===== src/memSettings.svh =====
// memory subsystem settings for word depth, stored width and AXI4-Lite bus widths
`ifndef MEM_SETTINGS_SVH
`define MEM_SETTINGS_SVH

// width of the word index that selects one SRAM row
`define MEM_ADDR_WIDTH 11

// only the low half of each bus word is kept in the array
`define MEM_DATA_WIDTH 16

// number of stored words, matches 2**MEM_ADDR_WIDTH
`define MEM_DEPTH 2048

// byte address width seen on the AXI4-Lite bus
`define AXI_ADDR_WIDTH 32

// data width of the AXI4-Lite bus, upper read bits come back as zero
`define AXI_DATA_WIDTH 32

`endif


===== src/memCorePkg.sv =====
// memCorePkg holds the items that travel between the internal memory pipeline stages
`include "memSettings.svh"

package memCorePkg;

	// direction of one memory access
	typedef enum logic {
		MEM_READ  = 1'b0,
		MEM_WRITE = 1'b1
	} memOp;

	// request from the bus front end into the MAR, still carrying the byte address
	typedef struct packed {
		memOp                         op;
		logic [`AXI_ADDR_WIDTH-1:0]   addr;
		logic [`MEM_DATA_WIDTH-1:0]   wdata;
		logic [`MEM_DATA_WIDTH/8-1:0] be;
	} memReq;

	// request from the MAR into the array, decoded to a word index
	// err marks an out of range address that must not touch the array
	typedef struct packed {
		memOp                         op;
		logic [`MEM_ADDR_WIDTH-1:0]   index;
		logic [`MEM_DATA_WIDTH-1:0]   wdata;
		logic [`MEM_DATA_WIDTH/8-1:0] be;
		logic                         err;
	} sramReq;

	// finished access, passed from the array to the MDR and on to the bus
	typedef struct packed {
		memOp                       op;
		logic [`MEM_DATA_WIDTH-1:0] rdata;
		logic                       err;
	} memResult;

endpackage


===== src/memDataReg.sv =====
// memDataReg is the MDR stage that keeps a finished result until the bus takes it
`timescale 1ns/1ps
`include "memSettings.svh"

module memDataReg (
	input  logic                 clk,
	input  logic                 arstN,
	input  logic                 inValid,
	output logic                 inReady,
	input  memCorePkg::memResult inRes,
	output logic                 outValid,
	input  logic                 outReady,
	output memCorePkg::memResult outRes
);

	logic full;
	logic load;
	logic leaving;
	memCorePkg::memResult held;

	// a result leaves on the B or R handshake driven by the front end
	assign leaving = full && outReady;

	// empty or leaving, so a stalled bus backs up into the array stage
	assign inReady = !full || leaving;
	assign load = inValid && inReady;

	always_ff @(posedge clk or negedge arstN) begin
		if (!arstN) begin
			full <= 1'b0;
		end else if (load) begin
			full <= 1'b1;
		end else if (leaving) begin
			full <= 1'b0;
		end
	end

	// payload only moves on a load, it sits still for the whole stall
	always_ff @(posedge clk) begin
		if (load) begin
			held.op <= inRes.op;
			// read data stays zero extended at the bus, here it keeps the stored width
			held.rdata <= inRes.rdata;
			held.err <= inRes.err;
		end
	end

	assign outValid = full;
	assign outRes = held;

	// the bus side sees the same item until the handshake
	// no bypass from the array, so results always take this extra cycle

endmodule


===== config.mk =====
export PLATFORM = sky130hd
export DESIGN_NAME = memDataReg
export DESIGN_NICKNAME = d
export VERILOG_FILES = /design/src/memCorePkg.sv /design/src/memDataReg.sv
export VERILOG_INCLUDE_DIRS = /design/src /design/src/src
export SDC_FILE = /design/constraint.sdc
export NUM_CORES = 1
export LEC_CHECK = 0
export ABC_AREA = 1
export BUFFER_PORTS_ARGS = -buffer_cell sky130_fd_sc_hd__buf_2
export CAP_MARGIN = 30
export CORE_MARGIN = 1.5
export CORE_UTILIZATION = 43
export CTS_BUF_LIST = sky130_fd_sc_hd__clkbuf_8
export DETAILED_ROUTE_END_ITERATION = 16
export PLACE_DENSITY = 0.86
export REMOVE_ABC_BUFFERS = 1
export SLEW_MARGIN = 40
export SYNTH_ARGS = -nofsm -noshare
export SYNTH_HDL_FRONTEND = slang
export SYNTH_SLANG_ARGS = --single-unit
export TNS_END_PERCENT = 5

===== constraint.sdc =====
create_clock -name clk -period 5 [get_ports clk]
set_clock_uncertainty 0.15 [all_clocks]
set_input_delay 0.5 -clock clk [delete_from_list [all_inputs] [get_ports clk]]
set_output_delay 0.5 -clock clk [all_outputs]
set_load 0.02 [all_outputs]

=== After elaboration in Yosys (flattened, before gate mapping) ===
Cells that the tools add are included.

* Logic and storage cells: 11
* Flip-flop bits (word level): 19
* Output and inout port bits: 20
* Input bits: 22

* Reductions and logical operators: 5
* Mux-type cells: 2

{| class="wikitable"
|+ Operator list
! cell !! count
|-
| logical AND 1 bit || 2
|-
| 2-to-1 mux 1 bit || 2
|-
| nonzero test 2 bit || 1
|-
| logical NOT 1 bit || 1
|-
| logical OR 1 bit || 1
|}

=== Depth between registers and ports, before layout ===
* Word-level depth: 4
* Depth in mapped cells: 3
* Mapped depth without buffers: 3

=== Least setup slack after synthesis ===
OpenSTA, ideal clock, no wires.

* Kind: input -> register
* Start: input inValid
* End: register held (netlist bit outRes[0]), enable pin
* Required time: 4.451 ns
* Stages: 2
* Slack: 2.999 ns
* Library setup time: 0.399 ns
* Arrival: 1.452 ns
* Path through: inv_1 a21oi_1

* Longest elaborated chain between the ends: 1

{| class="wikitable"
|+ RTL lines
! what !! RTL line !! RTL
|-
| from (decl) || memDataReg.sv:8 || <nowiki>input logic inValid,</nowiki>
|-
| logical AND 1 bit || memDataReg.sv:26 || <nowiki>assign load = inValid && inReady;</nowiki>
|-
| net load || memDataReg.sv:17 || <nowiki>logic load;</nowiki>
|-
| to (decl) || memDataReg.sv:19 || <nowiki>memCorePkg::memResult held;</nowiki>
|}

The timed path passes the listed nets, and every way through them passes these cells.
A chain may end at the register's enable or synchronous reset.

=== Worst setup path in the final report ===
* Start: input outReady
* End: output inReady

* Longest elaborated chain between the ends: 2

{| class="wikitable"
|+ RTL lines
! what !! RTL line !! RTL
|-
| from (decl) || memDataReg.sv:12 || <nowiki>input logic outReady,</nowiki>
|-
| logical AND 1 bit || memDataReg.sv:22 || <nowiki>assign leaving = full && outReady;</nowiki>
|-
| logical OR 1 bit || memDataReg.sv:25 || <nowiki>assign inReady = !full || leaving;</nowiki>
|-
| to (decl) || memDataReg.sv:9 || <nowiki>output logic inReady,</nowiki>
|}

Every way passes these cells.

==> out/qor.txt <==
layout cells sized above 1: 64.3%
busiest layer in global routing: met2
chip width: 39.9 um
Non-Filler Cell Area, Final: 876 sq um
final hold violations: 0
CTS root buf: clkbuf_8
mean post-synth cell area: 24.4 sq um
slew at the pin closest to its max-slew limit: 0.541 ns
Worst-Skew Late Latency: 0.24 ns
PwrDens: 362 nW/um^2
Switching Fraction: 20.5%
crit path kind: input port to primary output
clock slew at reported path FFs: 0.06 ns
clock sinks: 19
Sequential Power Share: 59.1%
Logic pwr share: 10.6%
cts bufs inserted: 3
status: finished clean
worst setup margin: 3.42 ns
Max-cap violations: 0
Hold Crit Class: input port to flop
final core occ: 68.2%
Die ar.: 1590 sq um
Req. time, crit path: 4.35 ns
fin crit share: 31.6%
met2 Use GR: 18.5%
DR iter-0 viols: 3
Initial Utilization: 45.6%
Core ar.: 1280 sq um
placed inst area: 813 sq um
commonest non-fill, non-tap cell in the layout: buf_2
Yosys warning count: 0
Psw: 0.0650 mW
hold_ws: 0.281 ns
H-tree levels: 1
n_diodes: 0
# placed instances: 80
via count: 373
area of the mapped netlist: 586 sq um
commonest non-fill, non-tap cells in the layout: buf_2, edfxtp_1, inv_1, clkbuf_8, nand2_1
net total in the final layout: 93
synthesized flop and latch total: 19
final setup vio count: 0
boundary pin count: 42
Cell Int Power: 0.252 mW
first-pass GRT wire length: 1170 um
gr usage total: 11.6%
Critical Path Fanout Max: 2
RSZ-0062 raised after global routing: no
startpoint types: input port
grt total ovfl: 0
largest net degree at the start of global routing: 19
CP endpoint kind: primary output
sequential area share after synthesis: 96.6%
max-slew violations: 0
crit path DAT: 0.93 ns
vias in the first global route: 293
Buffers on Ports: 41
setup TNS: 0 ns
post-route insts no fill: 85
Max VDD drop: 0.000242 V
clock share of power: 30.3%
Leak: 0.393 nW
Setup Slack @ Placement: 3.10 ns
Area Growth Syn to Fin: 49.6%
met1 GRT Util: 14.8%
Power Total: 0.317 mW
Final min period: 1.58 ns
Rel. slew slack: 63.9%
f_max: 633 MHz
Post-Syn Instances: 24
Avg Vias per Cell: 4.39
Yosys cell types: 5
CTS max path bufs: 2
DRC: 0
met3 Track Usage GR: 2.84%
CTS tree: done
first-pass detailed-route iteration total: 4
WL per Instance: 10.7 um
initial antenna violation count: 0
gpl congestion: 0.682
final WL: 908 um
height of the chip: 39.9 um
Std-Cell Rows: 13
post-route ant nets: 0
what timing repair did:
item | CTS | global route
buffers inserted | 0 | 0
hold buffers | 1 | 0
gates resized for setup | 0 | 0
setup endpoints to repair | 0 | 0
hold endpoints to repair | 1 | 0
power by group through the flow:
stage	registers [mW]	clock network, mW	logic [mW]
2_1_floorplan	0.202	0	0.00452
3_5_place_dp	0.190	0	0.0331
3_3_place_gp	0.190	0	0.0321
5_1_grt	0.188	0.105	0.0364
4_1_cts	0.187	0.0988	0.0335
6_report	0.187	0.0960	0.0336
area by class of cell:
cell class,count,area [sq um]
sequential,19,566
tap,15,18.8
clock buffer,3,41.3
multi-input combinational,3,23.8
fill,93,409
inverter,2,7.51
timing repair buffer,42,215
clock inverter,1,3.75
sequential cells by signal, summed over array words and instances (netlist names):
register	cells
outRes	18
outValid	1
worst paths after layout:
| path | start | endpoint | slack [ns] | cells after the start |
|---|---|---|---|---|
| max reg2reg | outValid$_DFFE_PN0P_ | outRes[4]$_DFFE_PP_ | 3.58 | 1 |
| min reg2reg | outValid$_DFFE_PN0P_ | outValid$_DFFE_PN0P_ | 0.44 | 2 |
| min in group asynchronous | arstN | outValid$_DFFE_PN0P_ | 0.40 | 2 |
| max | outReady | inReady | 3.42 | 4 |
| min | inRes[14] | outRes[14]$_DFFE_PP_ | 0.28 | 1 |
| max in group asynchronous | arstN | outValid$_DFFE_PN0P_ | 4.21 | 2 |
cells by family (layout without fill, tap and decap cells):
family                 count (synthesis)  after routing  synth area share, %
AND/OR/NAND/NOR                        2              2                 1.28
buffers and inverters                  2             48                 1.28
AO/OA/AOI/OAI                          1              1                0.854
flip-flops                            19             19                 96.6
synth_stat cells:
cell type  count  area share (%)
a21oi_1        1            0.85
inv_1          2             1.3
dfrtp_1        1             4.3
edfxtp_1      18              92
nand2_1        2             1.3
metal layers:
metal	up-vias	wire, um
met1	157	401
met3	0	117
li1	181	-
met4	0	0
met2	35	388
met5	-	0
critical path, cell delays in order:
cell and delay, ns:
buf_2 0.09, inv_1 0.10, nand2_1 0.08, buf_2 0.16
Power figures use the tool's default switching activity.
