`config.mk`:
```
export PLATFORM = sky130hd
export DESIGN_NAME = memAddrReg
export DESIGN_NICKNAME = d
export VERILOG_FILES = /design/src/memCorePkg.sv /design/src/memAddrReg.sv
export VERILOG_INCLUDE_DIRS = /design/src /design/src/src
export SDC_FILE = /design/constraint.sdc
export NUM_CORES = 1
export LEC_CHECK = 0
export BUFFER_PORTS_ARGS = -buffer_cell sky130_fd_sc_hd__buf_4
export CAP_MARGIN = 10
export CORE_MARGIN = 2
export CORE_UTILIZATION = 33
export CTS_CLUSTER_DIAMETER = 80
export DETAILED_ROUTE_END_ITERATION = 8
export PLACE_DENSITY_LB_ADDON = 0.05
export SYNTH_ARGS = -nofsm -noshare
export SYNTH_HDL_FRONTEND = slang
export SYNTH_SLANG_ARGS = --single-unit
```
`constraint.sdc`:
```
create_clock -name clk -period 1.45 [get_ports clk]
set_input_delay 0.29 -clock clk [delete_from_list [all_inputs] [get_ports clk]]
set_output_delay 0.29 -clock clk [all_outputs]
set_load 0.02 [all_outputs]
```
`src/memSettings.svh`:
```
// memory subsystem settings for word depth, stored width and AXI4-Lite bus widths
`ifndef MEM_SETTINGS_SVH
`define MEM_SETTINGS_SVH

// width of the word index that selects one SRAM row
`define MEM_ADDR_WIDTH 11

// only the low half of each bus word is kept in the array
`define MEM_DATA_WIDTH 16

// number of stored words, matches 2**MEM_ADDR_WIDTH
`define MEM_DEPTH 2048

// byte address width seen on the AXI4-Lite bus
`define AXI_ADDR_WIDTH 32

// data width of the AXI4-Lite bus, upper read bits come back as zero
`define AXI_DATA_WIDTH 32

`endif

```
`src/memCorePkg.sv`:
```
// memCorePkg holds the items that travel between the internal memory pipeline stages
`include "memSettings.svh"

package memCorePkg;

	// direction of one memory access
	typedef enum logic {
		MEM_READ  = 1'b0,
		MEM_WRITE = 1'b1
	} memOp;

	// request from the bus front end into the MAR, still carrying the byte address
	typedef struct packed {
		memOp                         op;
		logic [`AXI_ADDR_WIDTH-1:0]   addr;
		logic [`MEM_DATA_WIDTH-1:0]   wdata;
		logic [`MEM_DATA_WIDTH/8-1:0] be;
	} memReq;

	// request from the MAR into the array, decoded to a word index
	// err marks an out of range address that must not touch the array
	typedef struct packed {
		memOp                         op;
		logic [`MEM_ADDR_WIDTH-1:0]   index;
		logic [`MEM_DATA_WIDTH-1:0]   wdata;
		logic [`MEM_DATA_WIDTH/8-1:0] be;
		logic                         err;
	} sramReq;

	// finished access, passed from the array to the MDR and on to the bus
	typedef struct packed {
		memOp                       op;
		logic [`MEM_DATA_WIDTH-1:0] rdata;
		logic                       err;
	} memResult;

endpackage

```
`src/memAddrReg.sv`:
```
// memAddrReg is the MAR stage that latches a request and decodes its word index
`timescale 1ns/1ps
`include "memSettings.svh"

module memAddrReg (
	input  logic               clk,
	input  logic               arstN,
	input  logic               inValid,
	output logic               inReady,
	input  memCorePkg::memReq  inReq,
	output logic               outValid,
	input  logic               outReady,
	output memCorePkg::sramReq outReq
);

	logic full;
	logic load;
	logic addrErr;
	memCorePkg::sramReq held;

	// the stage can take a new item when empty or when its item leaves now
	assign inReady = !full || outReady;
	assign load = inValid && inReady;

	// any byte address bit above the stored window points outside the array
	assign addrErr = |inReq.addr[`AXI_ADDR_WIDTH-1:`MEM_ADDR_WIDTH+2];

	always_ff @(posedge clk or negedge arstN) begin
		if (!arstN) begin
			full <= 1'b0;
		end else if (inReady) begin
			full <= inValid;
		end
	end

	always_ff @(posedge clk) begin
		if (load) begin
			held.op <= inReq.op;
			// bits 1:0 select a byte inside the word and are dropped
			held.index <= inReq.addr[`MEM_ADDR_WIDTH+1:2];
			held.wdata <= inReq.wdata;
			// an errored request carries no byte enables so the array stays untouched
			held.be <= addrErr ? '0 : inReq.be;
			held.err <= addrErr;
		end
	end

	assign outValid = full;
	assign outReq = held;

endmodule

```
Yosys cells after proc, flatten, opt, wreduce, memory -nomap -nowiden
Cells that the tools add are included.
{"block": "totals", "ff_bits": 32, "in_bits": 55, "output_inout_bits": 33, "wordCells": 10}
{"block": "op_classes", "n_reduce_logical": 4}
{"op": "$reduce_or 19->1", "count": 1}
{"op": "$logic_and 1x1->1", "count": 1}
{"op": "$logic_not 1->1", "count": 1}
{"op": "$logic_or 1x1->1", "count": 1}

Depth between registers and ports, before layout
{"block": "depth", "ltp_word": 3, "depth_mapped": 3, "depth_no_buf": 3}

Least setup slack after synthesis
OpenSTA, ideal clock, no wires.
{"block": "synth_timing", "kind": "register to register", "from": "reg full (netlist: outValid)", "to": "reg held, in the netlist outReq[0] (enable)", "setup_time_ps": 391, "arrival_ps": 1511, "required_time_ps": 1059, "path_slack_ps": -452, "path_stages_with_launch": 3, "path_buffers": 0, "period_less_slack_ps": 1902, "path_cell_list": "dfrtp_1 -> nand2b_1 -> and2_1"}
{"block": "synth_via", "elab_chain_cells": 3}
{"element": "start, declared", "line_no": "memAddrReg.sv:16", "rtl": "logic full;"}
{"element": "start signal, assigned", "line_no": "memAddrReg.sv:32", "rtl": "full <= inValid;"}
{"element": "$logic_not 1->1", "line_no": "memAddrReg.sv:22", "rtl": "assign inReady = !full || outReady;"}
{"element": "$logic_or 1x1->1", "line_no": "memAddrReg.sv:22"}
{"element": "via inReady", "line_no": "memAddrReg.sv:9", "rtl": "output logic inReady,"}
{"element": "$logic_and 1x1->1", "line_no": "memAddrReg.sv:23", "rtl": "assign load = inValid && inReady;"}
{"element": "via load", "line_no": "memAddrReg.sv:17", "rtl": "logic load;"}
{"element": "end, declared", "line_no": "memAddrReg.sv:19", "rtl": "memCorePkg::sramReq held;"}
The timed path passes the listed nets, and every way through them passes these cells.
A chain may end at the register's enable or synchronous reset.

Final worst setup path
{"block": "layout_timing", "from": "in inReq[32] in the netlist's numbering", "to": "reg held, in the netlist outReq[0] (data pin)"}
{"block": "layout_via", "elab_chain_cells": 1}
{"element": "start, declared", "line_no": "memAddrReg.sv:10", "rtl": "input memCorePkg::memReq inReq,"}
{"element": "$reduce_or 19->1", "line_no": "memAddrReg.sv:26", "rtl": "assign addrErr = |inReq.addr[`AXI_ADDR_WIDTH-1:`MEM_ADDR_WIDTH+2];"}
{"element": "via addrErr", "line_no": "memAddrReg.sv:18", "rtl": "logic addrErr;"}
The timed path passes the listed nets, and every way through them passes these cells.

==> impl_metrics.yaml <==
outcome:
  status: "finished, final reports clean"
synthesis:
  synth_seq_cells: 32
  synth_area_mm2: 0.001054
  syn_avg_cell_area_um2: 22.42
  seq_area_frac_synth_pct: 90.74
  syn_nets: 102
  ys_warn_count: 0
  netlist_instances: 47
  synth_cell_types: 11
routing:
  first_pass_iters: 2
  wirelength_um: 2189
  wl_per_cell_um: 11.83
  drc: 0
  vias: 769
  drtIter0Drc: 3
  vias_per_cell: 4.157
  ant_nets: 0
cells_and_area:
  syn_to_final_growth_pct: 72.68
  layout_common_cells: "buf_4, edfxtp_1, clkbuf_4, nor3_1"
  finish.net_count: 196
  drive_above_1_share_pct: 67.38
  n_antenna_cell: 0
  final_common_cell: "buf_4"
grt:
  grt-busiest-layer: "met2"
  grt-ovfl-total: 0
  grt_pass1_wl_um: 3263
  grt_pass1_vias: 784
  antenna_found_initial: 0
  grt_max_degree: 32
  met3_usage_pct: 8.102
  grt_usage_pct: 12.89
  met2_usage_pct: 21.58
  grt_util_met1_pct: 13.17
pwr:
  leakage_nw: 0.7699
  p_seq_share_pct: 60.2
  power.density_mw_per_mm2: 989.1
  switching_share_pct: 22.02
  switchingPower_mw: 0.3962
  irDropWorstVdd_mv: 0.4674
  power_mw: 1.799
  p_clk_share_pct: 24.3
  combPwrFrac_pct: 15.5
  p_int_mw: 1.403
clock_tree:
  clkLatencyLatePin_ns: 0.31
  clock-sinks: 32
  cts_buffer_depth: 2
  clk_pin_slew_ns: 0.09
  numCtsBuffers: 5
  postCtsSetupRepairBufs: 0
  cts-root-buf: "clkbuf_4"
  cts_tree: "built"
  h-tree-depth: 2
timing:
  post-route-min-period_ns: 1.314
  post-route-period-util_pct: 90.62
  max_freq_mhz: 761.0
  fin_ws_ns: 0.1359
  slew_headroom_pct: 73.89
  worstMarginPinSlew_ns: 0.3916
  slew_viol_final: 0
  holdWs_ns: 0.1468
  setup_viol: 0
  hold_viol: 0
  setup_tns_ns: 0
  rsz0062_at_grt: "false"
  clock_skew_ns: 0.008364
worst_setup_path:
  crit_type: "input pin to flip-flop"
  cp.required_ns: 1.50
  crit_chain: "buf_4, nor4_2, nand4_1, or4b_1"
  worst-path-max-fanout: 2
  cp_slowest_stage_delay_ns: 0.52
  cp-start-kind: "input pin"
  endpoint_kind: "flip-flop"
  cp_slowest_cell: "or4b_1"
  arrival_ns: 1.36
floorplanning:
  dieHeight_um: 60.50
  row_count: 20
  io_pins: 88
  start_util_pct: 34.51
  chipWidth_um: 60.50
  design.die.area_mm2: 0.003660
  fp.coreArea_mm2: 0.003053
placement:
  port_buffers: 85
  gp_congestion: 0.6387
  post-place-ws_ns: -0.1860
  dpl.hpwl_um: 1751
job:
  max_cap_violations: 0
worst_hold_path:
  min_path_type: "input pin to flip-flop"
-- power groups by stage --
stage          Clock (mW)  Sequential, mW  Combinational, mW
6_report            0.437            1.08              0.279
5_1_grt             0.513            1.09              0.298
4_1_cts             0.461            1.09              0.284
3_5_place_dp            0            1.11              0.281
3_3_place_gp            0            1.10              0.277
2_1_floorplan           0            1.17             0.0301
-- repair_timing --
action,CTS,global route
endpoints found under the hold margin,1,0
hold buffers,1,0
resized for setup,0,0
-- layer usage --
metal,part of all wire [%],wire [um],up-vias
met5,0,0,-
met4,1.1,23,0
met3,15,321,4
met2,51,1110,62
met1,33,733,328
li1,-,-,375
-- registers in the layout (all words and copies together) (netlist names) --
name / flops
outValid: 1
outReq: 31
-- worst paths after layout --
path | slack [ns] | cells after the start | from | endpoint
worst max-delay path | 0.14 | 4 | inReq[32] | outReq[0]$_DFFE_PP_
worst min-delay path | 0.15 | 1 | inReq[9] | outReq[10]$_DFFE_PP_
worst max register to register | 0.19 | 2 | outValid$_DFFE_PN0P_ | outReq[28]$_DFFE_PP_
worst min register to register | 0.55 | 2 | outValid$_DFFE_PN0P_ | outValid$_DFFE_PN0P_
max in group asynchronous | 1.09 | 2 | arstN | outValid$_DFFE_PN0P_
min in group asynchronous | 0.28 | 2 | arstN | outValid$_DFFE_PN0P_
-- through the flow --
step	std cells	cell area, um^2	util, %
finish	185	1819	59.59
global route	185	1819	59.59
CTS	185	1819	59.59
detailed placement	177	1763	57.75
global placement	177	1763	57.75
floorplan	47	1062	-
-- cell usage after synthesis --
master	instances	area [um^2]
edfxtp_1	31	930.9
nor3_1	3	15.01
nand2b_1	2	12.51
nand3b_1	2	15.01
nor2_1	2	7.510
nor4_1	2	12.51
and2_1	1	6.260
dfrtp_1	1	25.02
nand4_1	1	6.260
nor4_2	1	12.51
or4b_1	1	10.01
-- kinds of logic (layout without fill, tap and decap cells) --
logic type,after synthesis,count (layout),share of synthesized area [%]
flip-flops,32,32,90.74
AND/OR/NAND/NOR,15,15,9.263
buffers and inverters,0,94,0
-- worst max-delay path: cells and delay by family --
family                 cells  cell delay, ns
and+or+nand+nor            3            0.96
buffers and inverters      1            0.11
-- final cells by class --
| type | count | area [um^2] |
|---|---|---|
| clock buffer | 6 | 41.29 |
| clock inverter | 1 | 5.005 |
| fill | 263 | 1234 |
| multi-input combinational | 15 | 106.4 |
| sequential | 32 | 955.9 |
| tap | 44 | 55.05 |
| timing repair buffer | 87 | 655.6 |
Note: power is estimated with default switching activity, not from simulation.
