==> config.mk <==
export PLATFORM = sky130hd
export DESIGN_NAME = axilMemFrontend
export DESIGN_NICKNAME = d
export VERILOG_FILES = /design/src/memBusPkg.sv /design/src/memCorePkg.sv /design/src/axilMemFrontend.sv
export VERILOG_INCLUDE_DIRS = /design/src /design/src/src
export SDC_FILE = /design/constraint.sdc
export NUM_CORES = 1
export LEC_CHECK = 0
export BUFFER_PORTS_ARGS = -buffer_cell sky130_fd_sc_hd__clkbuf_2
export CAP_MARGIN = 20
export CORE_AREA = 2 2 89 91
export DETAILED_ROUTE_END_ITERATION = 12
export DIE_AREA = 0 0 91 93
export SLEW_MARGIN = 40
export SYNTH_ARGS = -nofsm -noshare
export SYNTH_HDL_FRONTEND = slang
export SYNTH_SLANG_ARGS = --single-unit
==> constraint.sdc <==
create_clock -name clk -period 5.4 [get_ports clk]
set_input_delay 1.62 -clock clk [delete_from_list [all_inputs] [get_ports clk]]
set_output_delay 1.62 -clock clk [all_outputs]
set_load 0.01 [all_outputs]
==> src/memSettings.svh <==
// memory subsystem settings for word depth, stored width and AXI4-Lite bus widths
`ifndef MEM_SETTINGS_SVH
`define MEM_SETTINGS_SVH

// width of the word index that selects one SRAM row
`define MEM_ADDR_WIDTH 11

// only the low half of each bus word is kept in the array
`define MEM_DATA_WIDTH 16

// number of stored words, matches 2**MEM_ADDR_WIDTH
`define MEM_DEPTH 2048

// byte address width seen on the AXI4-Lite bus
`define AXI_ADDR_WIDTH 32

// data width of the AXI4-Lite bus, upper read bits come back as zero
`define AXI_DATA_WIDTH 32

`endif

==> src/memBusPkg.sv <==
// memBusPkg holds the AXI4-Lite channel payloads and response codes of the external bus
`include "memSettings.svh"

package memBusPkg;

	// only two codes are ever produced by this slave
	// SLVERR flags an address outside the stored range
	typedef enum logic [1:0] {
		RESP_OKAY   = 2'b00,
		RESP_SLVERR = 2'b10
	} axiResp;

	// write address channel payload
	// prot is accepted and ignored by the memory
	typedef struct packed {
		logic [`AXI_ADDR_WIDTH-1:0] addr;
		logic [2:0]                 prot;
	} axiAw;

	// write data channel payload, one strobe bit per byte lane
	typedef struct packed {
		logic [`AXI_DATA_WIDTH-1:0]   data;
		logic [`AXI_DATA_WIDTH/8-1:0] strb;
	} axiW;

	// write response channel payload
	typedef struct packed {
		axiResp resp;
	} axiB;

	// read address channel payload
	typedef struct packed {
		logic [`AXI_ADDR_WIDTH-1:0] addr;
		logic [2:0]                 prot;
	} axiAr;

	// read data channel payload
	// data is zero extended from the stored width
	typedef struct packed {
		logic [`AXI_DATA_WIDTH-1:0] data;
		axiResp                     resp;
	} axiR;

endpackage

==> src/memCorePkg.sv <==
// memCorePkg holds the items that travel between the internal memory pipeline stages
`include "memSettings.svh"

package memCorePkg;

	// direction of one memory access
	typedef enum logic {
		MEM_READ  = 1'b0,
		MEM_WRITE = 1'b1
	} memOp;

	// request from the bus front end into the MAR, still carrying the byte address
	typedef struct packed {
		memOp                         op;
		logic [`AXI_ADDR_WIDTH-1:0]   addr;
		logic [`MEM_DATA_WIDTH-1:0]   wdata;
		logic [`MEM_DATA_WIDTH/8-1:0] be;
	} memReq;

	// request from the MAR into the array, decoded to a word index
	// err marks an out of range address that must not touch the array
	typedef struct packed {
		memOp                         op;
		logic [`MEM_ADDR_WIDTH-1:0]   index;
		logic [`MEM_DATA_WIDTH-1:0]   wdata;
		logic [`MEM_DATA_WIDTH/8-1:0] be;
		logic                         err;
	} sramReq;

	// finished access, passed from the array to the MDR and on to the bus
	typedef struct packed {
		memOp                       op;
		logic [`MEM_DATA_WIDTH-1:0] rdata;
		logic                       err;
	} memResult;

endpackage

==> src/axilMemFrontend.sv <==
// axilMemFrontend is the AXI4-Lite slave that turns bus transfers into memory requests
`timescale 1ns/1ps
`include "memSettings.svh"

module axilMemFrontend (
	input  logic                 clk,
	input  logic                 arstN,
	input  logic                 awValid,
	output logic                 awReady,
	input  memBusPkg::axiAw      aw,
	input  logic                 wValid,
	output logic                 wReady,
	input  memBusPkg::axiW       w,
	output logic                 bValid,
	input  logic                 bReady,
	output memBusPkg::axiB       b,
	input  logic                 arValid,
	output logic                 arReady,
	input  memBusPkg::axiAr      ar,
	output logic                 rValid,
	input  logic                 rReady,
	output memBusPkg::axiR       r,
	output logic                 reqValid,
	input  logic                 reqReady,
	output memCorePkg::memReq    req,
	input  logic                 resValid,
	output logic                 resReady,
	input  memCorePkg::memResult res
);

	logic writePending;
	logic readPending;
	logic selWrite;
	logic lastWasWrite;
	logic resIsWrite;

	// a write is only complete once both its address and its data are offered
	assign writePending = awValid && wValid;
	assign readPending = arValid;

	// writes win unless a read is also waiting and the last served request was a write
	assign selWrite = writePending && (!readPending || !lastWasWrite);

	// the request valid never looks at the MAR ready
	assign reqValid = writePending || readPending;

	// AW and W are taken together in the same cycle
	assign awReady = selWrite && reqReady;
	assign wReady = selWrite && reqReady;
	assign arReady = !selWrite && readPending && reqReady;

	// build the request from whichever channel is being served
	always_comb begin
		if (selWrite) begin
			req.op = memCorePkg::MEM_WRITE;
			req.addr = aw.addr;
			req.wdata = w.data[`MEM_DATA_WIDTH-1:0];
			// only the strobes of the two stored byte lanes matter
			req.be = w.strb[`MEM_DATA_WIDTH/8-1:0];
		end else begin
			req.op = memCorePkg::MEM_READ;
			req.addr = ar.addr;
			req.wdata = '0;
			req.be = '0;
		end
	end

	// remember what went into the pipeline last so the other type goes next time
	always_ff @(posedge clk or negedge arstN) begin
		if (!arstN) begin
			lastWasWrite <= 1'b0;
		end else if (reqValid && reqReady) begin
			lastWasWrite <= selWrite;
		end
	end

	// results come back in request order, the op picks the response channel
	assign resIsWrite = (res.op == memCorePkg::MEM_WRITE);
	assign bValid = resValid && resIsWrite;
	assign rValid = resValid && !resIsWrite;

	// the MDR only lets go of its item when the matching channel takes it
	assign resReady = resIsWrite ? bReady : rReady;

	// the error flag from the MAR becomes SLVERR on both channels
	always_comb begin
		if (res.err) begin
			b.resp = memBusPkg::RESP_SLVERR;
			r.resp = memBusPkg::RESP_SLVERR;
		end else begin
			b.resp = memBusPkg::RESP_OKAY;
			r.resp = memBusPkg::RESP_OKAY;
		end
		// stored data fills the low half, the upper lanes read as zero
		r.data = {{(`AXI_DATA_WIDTH - `MEM_DATA_WIDTH){1'b0}}, res.rdata};
	end

endmodule

== Word-level counts from Yosys, hierarchy flattened ==
Cells that the tools add are included.
Storage, ports and cells
  bits in registers: 1
  input bits: 133
  output and inout bits: 94
  logic and storage cells: 18
Operators by class
  muxes and demuxes: 3
  reduce and logical (&&, ||, !) cells: 14
Operators with widths (count)
  2-to-1 mux 51 bit: 1
  logical AND 1 bit: 8
  zero test 1 bit: 4
  logical OR 1 bit: 2
  2-to-1 mux 2 bit: 1
  2-to-1 mux 1 bit: 1

== Depth between registers and ports, before layout ==
  depth after elaboration: 6
  depth in mapped cells: 5
  mapped depth without buffers: 3

== Worst setup path before layout ==
OpenSTA, ideal clock, no wires.
  kind: input to output
  start: input awValid
  end: output wReady
  data arrival time: 2.499 ns
  required time: 3.780 ns
  setup slack: 1.281 ns
  stages on the path: 5
  path buffers: 2
  path through: nand2_1 -> a21oi_4 -> clkbuf_1 -> and2_1 -> buf_4
On the way
  word-level cells in the longest chain between the ends: 3
Ends and longest elaborated chain
  from (decl): RTL line axilMemFrontend.sv:8  | input logic awValid,
  logical AND 1 bit: RTL line axilMemFrontend.sv:38  | assign writePending = awValid && wValid;
  logical AND 1 bit: RTL line axilMemFrontend.sv:42  | assign selWrite = writePending && (!readPending || !lastWasWrite);
  logical AND 1 bit
  to (decl): RTL line axilMemFrontend.sv:12  | output logic wReady,
No other way between the ends.

==> results.py <==
metrics = {
    "run_status": {
        "status": "completed",
    },
    "pwr": {
        "power.density_cell_area_mw_per_mm2": 87.5,
        "pleak_nw": 0.906,
        "totalPowerFinal_uw": 134,
        "peakVddDrop_uv": 27.5,
    },
    "place": {
        "place.detailed.hpwl_mm": 2.98,
        "port-buffer-count": 149,
        "post_dp_cell_area_mm2": 0.00153,
        "gp_congestion": 0.717,
    },
    "logic_synthesis": {
        "yosysTopAreaCellShare_pct": 38.3,
        "synthesis.area_per_instance_um2": 8.43,
        "number_of_warnings_issued_by_yosys": 0,
        "synth.yosys.seq_area_share_pct": 2.75,
        "synth.distinct_cells": 16,
        "synth-seq-cells": 1,
        "netlist_top_cells_area": "sky130_fd_sc_hd__mux2_2 38%, sky130_fd_sc_hd__buf_4 31%, sky130_fd_sc_hd__and2_1 14%",
        "synthesis.area_um2": 911,
        "yosysTopAreaCell": "sky130_fd_sc_hd__mux2_2",
        "post_synth_inst_count": 108,
    },
    "final_layout": {
        "final_util_pct": 20.3,
        "diodes_inserted": 0,
        "reg.largest.list": "lastWasWrite: 1 flops",
        "final_nets": 367,
        "largest_register_ffs": 1,
        "flow.area_growth_from_synthesis_pct": 67.7,
        "final_standard_cell_area_without_fillers_mm2": 0.00153,
        "regMostFlops": "lastWasWrite",
        "drive_above_1_share_pct": 78.4,
    },
    "setup_path": {
        "crit_path_max_fanout": 52,
        "critPathRequiredTime_ns": 3.78,
        "worst_setup_path_start_kind": "input pin",
        "critPathArrivalTime_ns": 2.97,
        "timing.setup.critical_path_class": "input pin to primary output",
        "worst_setup_path_end_kind": "primary output",
    },
    "clocking": {
        "post_cts_resize_count": 0,
        "clkTransAtPathRegs_ns": 0,
        "postCtsSetupRepairBufs": 0,
        "worst_skew_pair.late_latency_ns": 0,
        "number_of_buffers_added_to_fix_hold_violations_after_cts": 0,
    },
    "timing": {
        "setup_skew_ns": 0,
        "final_period_minus_worst_setup_slack_ns": 4.59,
        "setup-violations-final": 0,
        "final_max_slew_viol_count": 0,
        "worst_pin_slew_ns": 0.535,
        "final_critical_path_share_of_the_clock_period_pct": 85.1,
        "fmax_mhz": 218,
        "rsz0062_at_grt": "false",
        "timing.max_slew.rel_slack_pct": 64.3,
        "hold-worst-slack_ns": 0.577,
        "final-hold-violation-count": 0,
        "final.setup.tns_ns": 0,
    },
    "global_routing": {
        "grt_pass1_vias": 1035,
        "met2_usage_in_global_routing_pct": 13.8,
        "grt-busiest-layer": "met2",
        "gr-usage-met1_pct": 6.44,
        "globalRoute.totalOverflow": 0,
        "grtUsageTotal_pct": 6.49,
        "antenna_found_initial": 0,
        "global_route.usage.met3_pct": 1.69,
        "maximum_number_of_pins_on_one_net_before_global_route_repair": 53,
        "wire_length_of_the_first_global_routing_pass_mm": 4.65,
    },
    "min_path": {
        "timing.hold.worst.class": "register to register",
    },
    "die": {
        "placeableCoreArea_mm2": 0.00753,
        "floorplan.die_area_mm2": 0.00846,
        "die-height_um": 93,
        "die_width_um": 91,
        "placement_rows": 32,
        "top_level_ports": 227,
        "initial_core_util_pct": 12.1,
    },
    "drt": {
        "final_antenna_net_count": 0,
        "finalWirelength_mm": 3.23,
        "drt_first_pass_iters": 3,
        "drc": 0,
        "wl_per_cell_um": 9.68,
        "avgViaCountPerCell": 3.36,
        "drt_iter0_markers": 17,
        "via_count": 1122,
    },
    "run": {
        "cap_viol_max_count": 0,
    },
}
path summary, 6_finish.rpt:
path	startpoint	end	slack, ns	cells after the start
min reg2reg	lastWasWrite	lastWasWrite	0.58	2
max in group asynchronous	arstN	lastWasWrite	3.91	1
max	awValid	req[18]	0.81	6
min	lastWasWrite	lastWasWrite	0.58	2
max reg2reg	lastWasWrite	lastWasWrite	4.71	2
min in group asynchronous	arstN	lastWasWrite	1.40	1
placed cells by master (no fill, tap or decap):
master / instances
sky130_fd_sc_hd__clkbuf_2: 149
sky130_fd_sc_hd__mux2_2: 31
sky130_fd_sc_hd__and2_1: 20
sky130_fd_sc_hd__conb_1: 18
sky130_fd_sc_hd__nand2_1: 3
sky130_fd_sc_hd__mux2_1: 2
sky130_fd_sc_hd__nor2_1: 2
sky130_fd_sc_hd__a21oi_4: 1
sky130_fd_sc_hd__nand2b_1: 1
sky130_fd_sc_hd__nor2b_1: 1
sky130_fd_sc_hd__nand3_1: 1
sky130_fd_sc_hd__o21ai_0: 1
sky130_fd_sc_hd__dfrtp_1: 1
sky130_fd_sc_hd__buf_4: 1
cell usage after synthesis:
cell and number:
sky130_fd_sc_hd__conb_1 1, sky130_fd_sc_hd__and2_1 20, sky130_fd_sc_hd__nand2_1 3, sky130_fd_sc_hd__nor2b_1 1, sky130_fd_sc_hd__o21ai_0 1, sky130_fd_sc_hd__mux2_1 2
sky130_fd_sc_hd__dfrtp_1 1, sky130_fd_sc_hd__nand3_1 1, sky130_fd_sc_hd__nand2b_1 1, sky130_fd_sc_hd__buf_2 1, sky130_fd_sc_hd__clkbuf_1 1, sky130_fd_sc_hd__nor2_1 2
sky130_fd_sc_hd__buf_6 3, sky130_fd_sc_hd__a21oi_4 1, sky130_fd_sc_hd__buf_4 38, sky130_fd_sc_hd__mux2_2 31
per-layer routing:
layer	wire (um)	part of all wire, %
met5	0	0
met4	14	0.43
met3	463	14
met2	1730	54
met1	1020	32
cells by family after synthesis:
family / synth area share (%)
AO/OA/AOI/OAI: 2.34
buffers and inverters: 36.0
flip-flops: 2.75
multiplexers: 40.8
other: 0.412
AND/OR/NAND/NOR: 17.7
metrics by stage:
step	setup WS [ns]	instances
2_1_floorplan	1.28	125
3_3_place_gp	0.795	334
3_5_place_dp	0.773	334
4_1_cts	0.771	334
5_1_grt	0.651	334
6_report	0.807	334
critical path: stages:
cell and delay [ns]:
sky130_fd_sc_hd__clkbuf_2 0.09, sky130_fd_sc_hd__nand2_1 0.12, sky130_fd_sc_hd__a21oi_4 0.13, sky130_fd_sc_hd__buf_4 0.46
sky130_fd_sc_hd__mux2_2 0.41, sky130_fd_sc_hd__clkbuf_2 0.14
report_power, final:
group / leakage, nW / switching (mW) / internal [mW]
combinational: 0.893 / 0.0570 / 0.0662
sequential: 0.0127 / 0.00173 / 0.00878
clock: 0 / 0 / 0
total: 0.906 / 0.0587 / 0.0750
area by class of cell:
class | instances | area (um2)
Tap cell | 102 | 128
Fill cell | 850 | 6000
Multi-Input combinational cell | 81 | 622
Sequential cell | 1 | 25.0
Timing Repair Buffer | 150 | 753
Power figures use the tool's default switching activity.
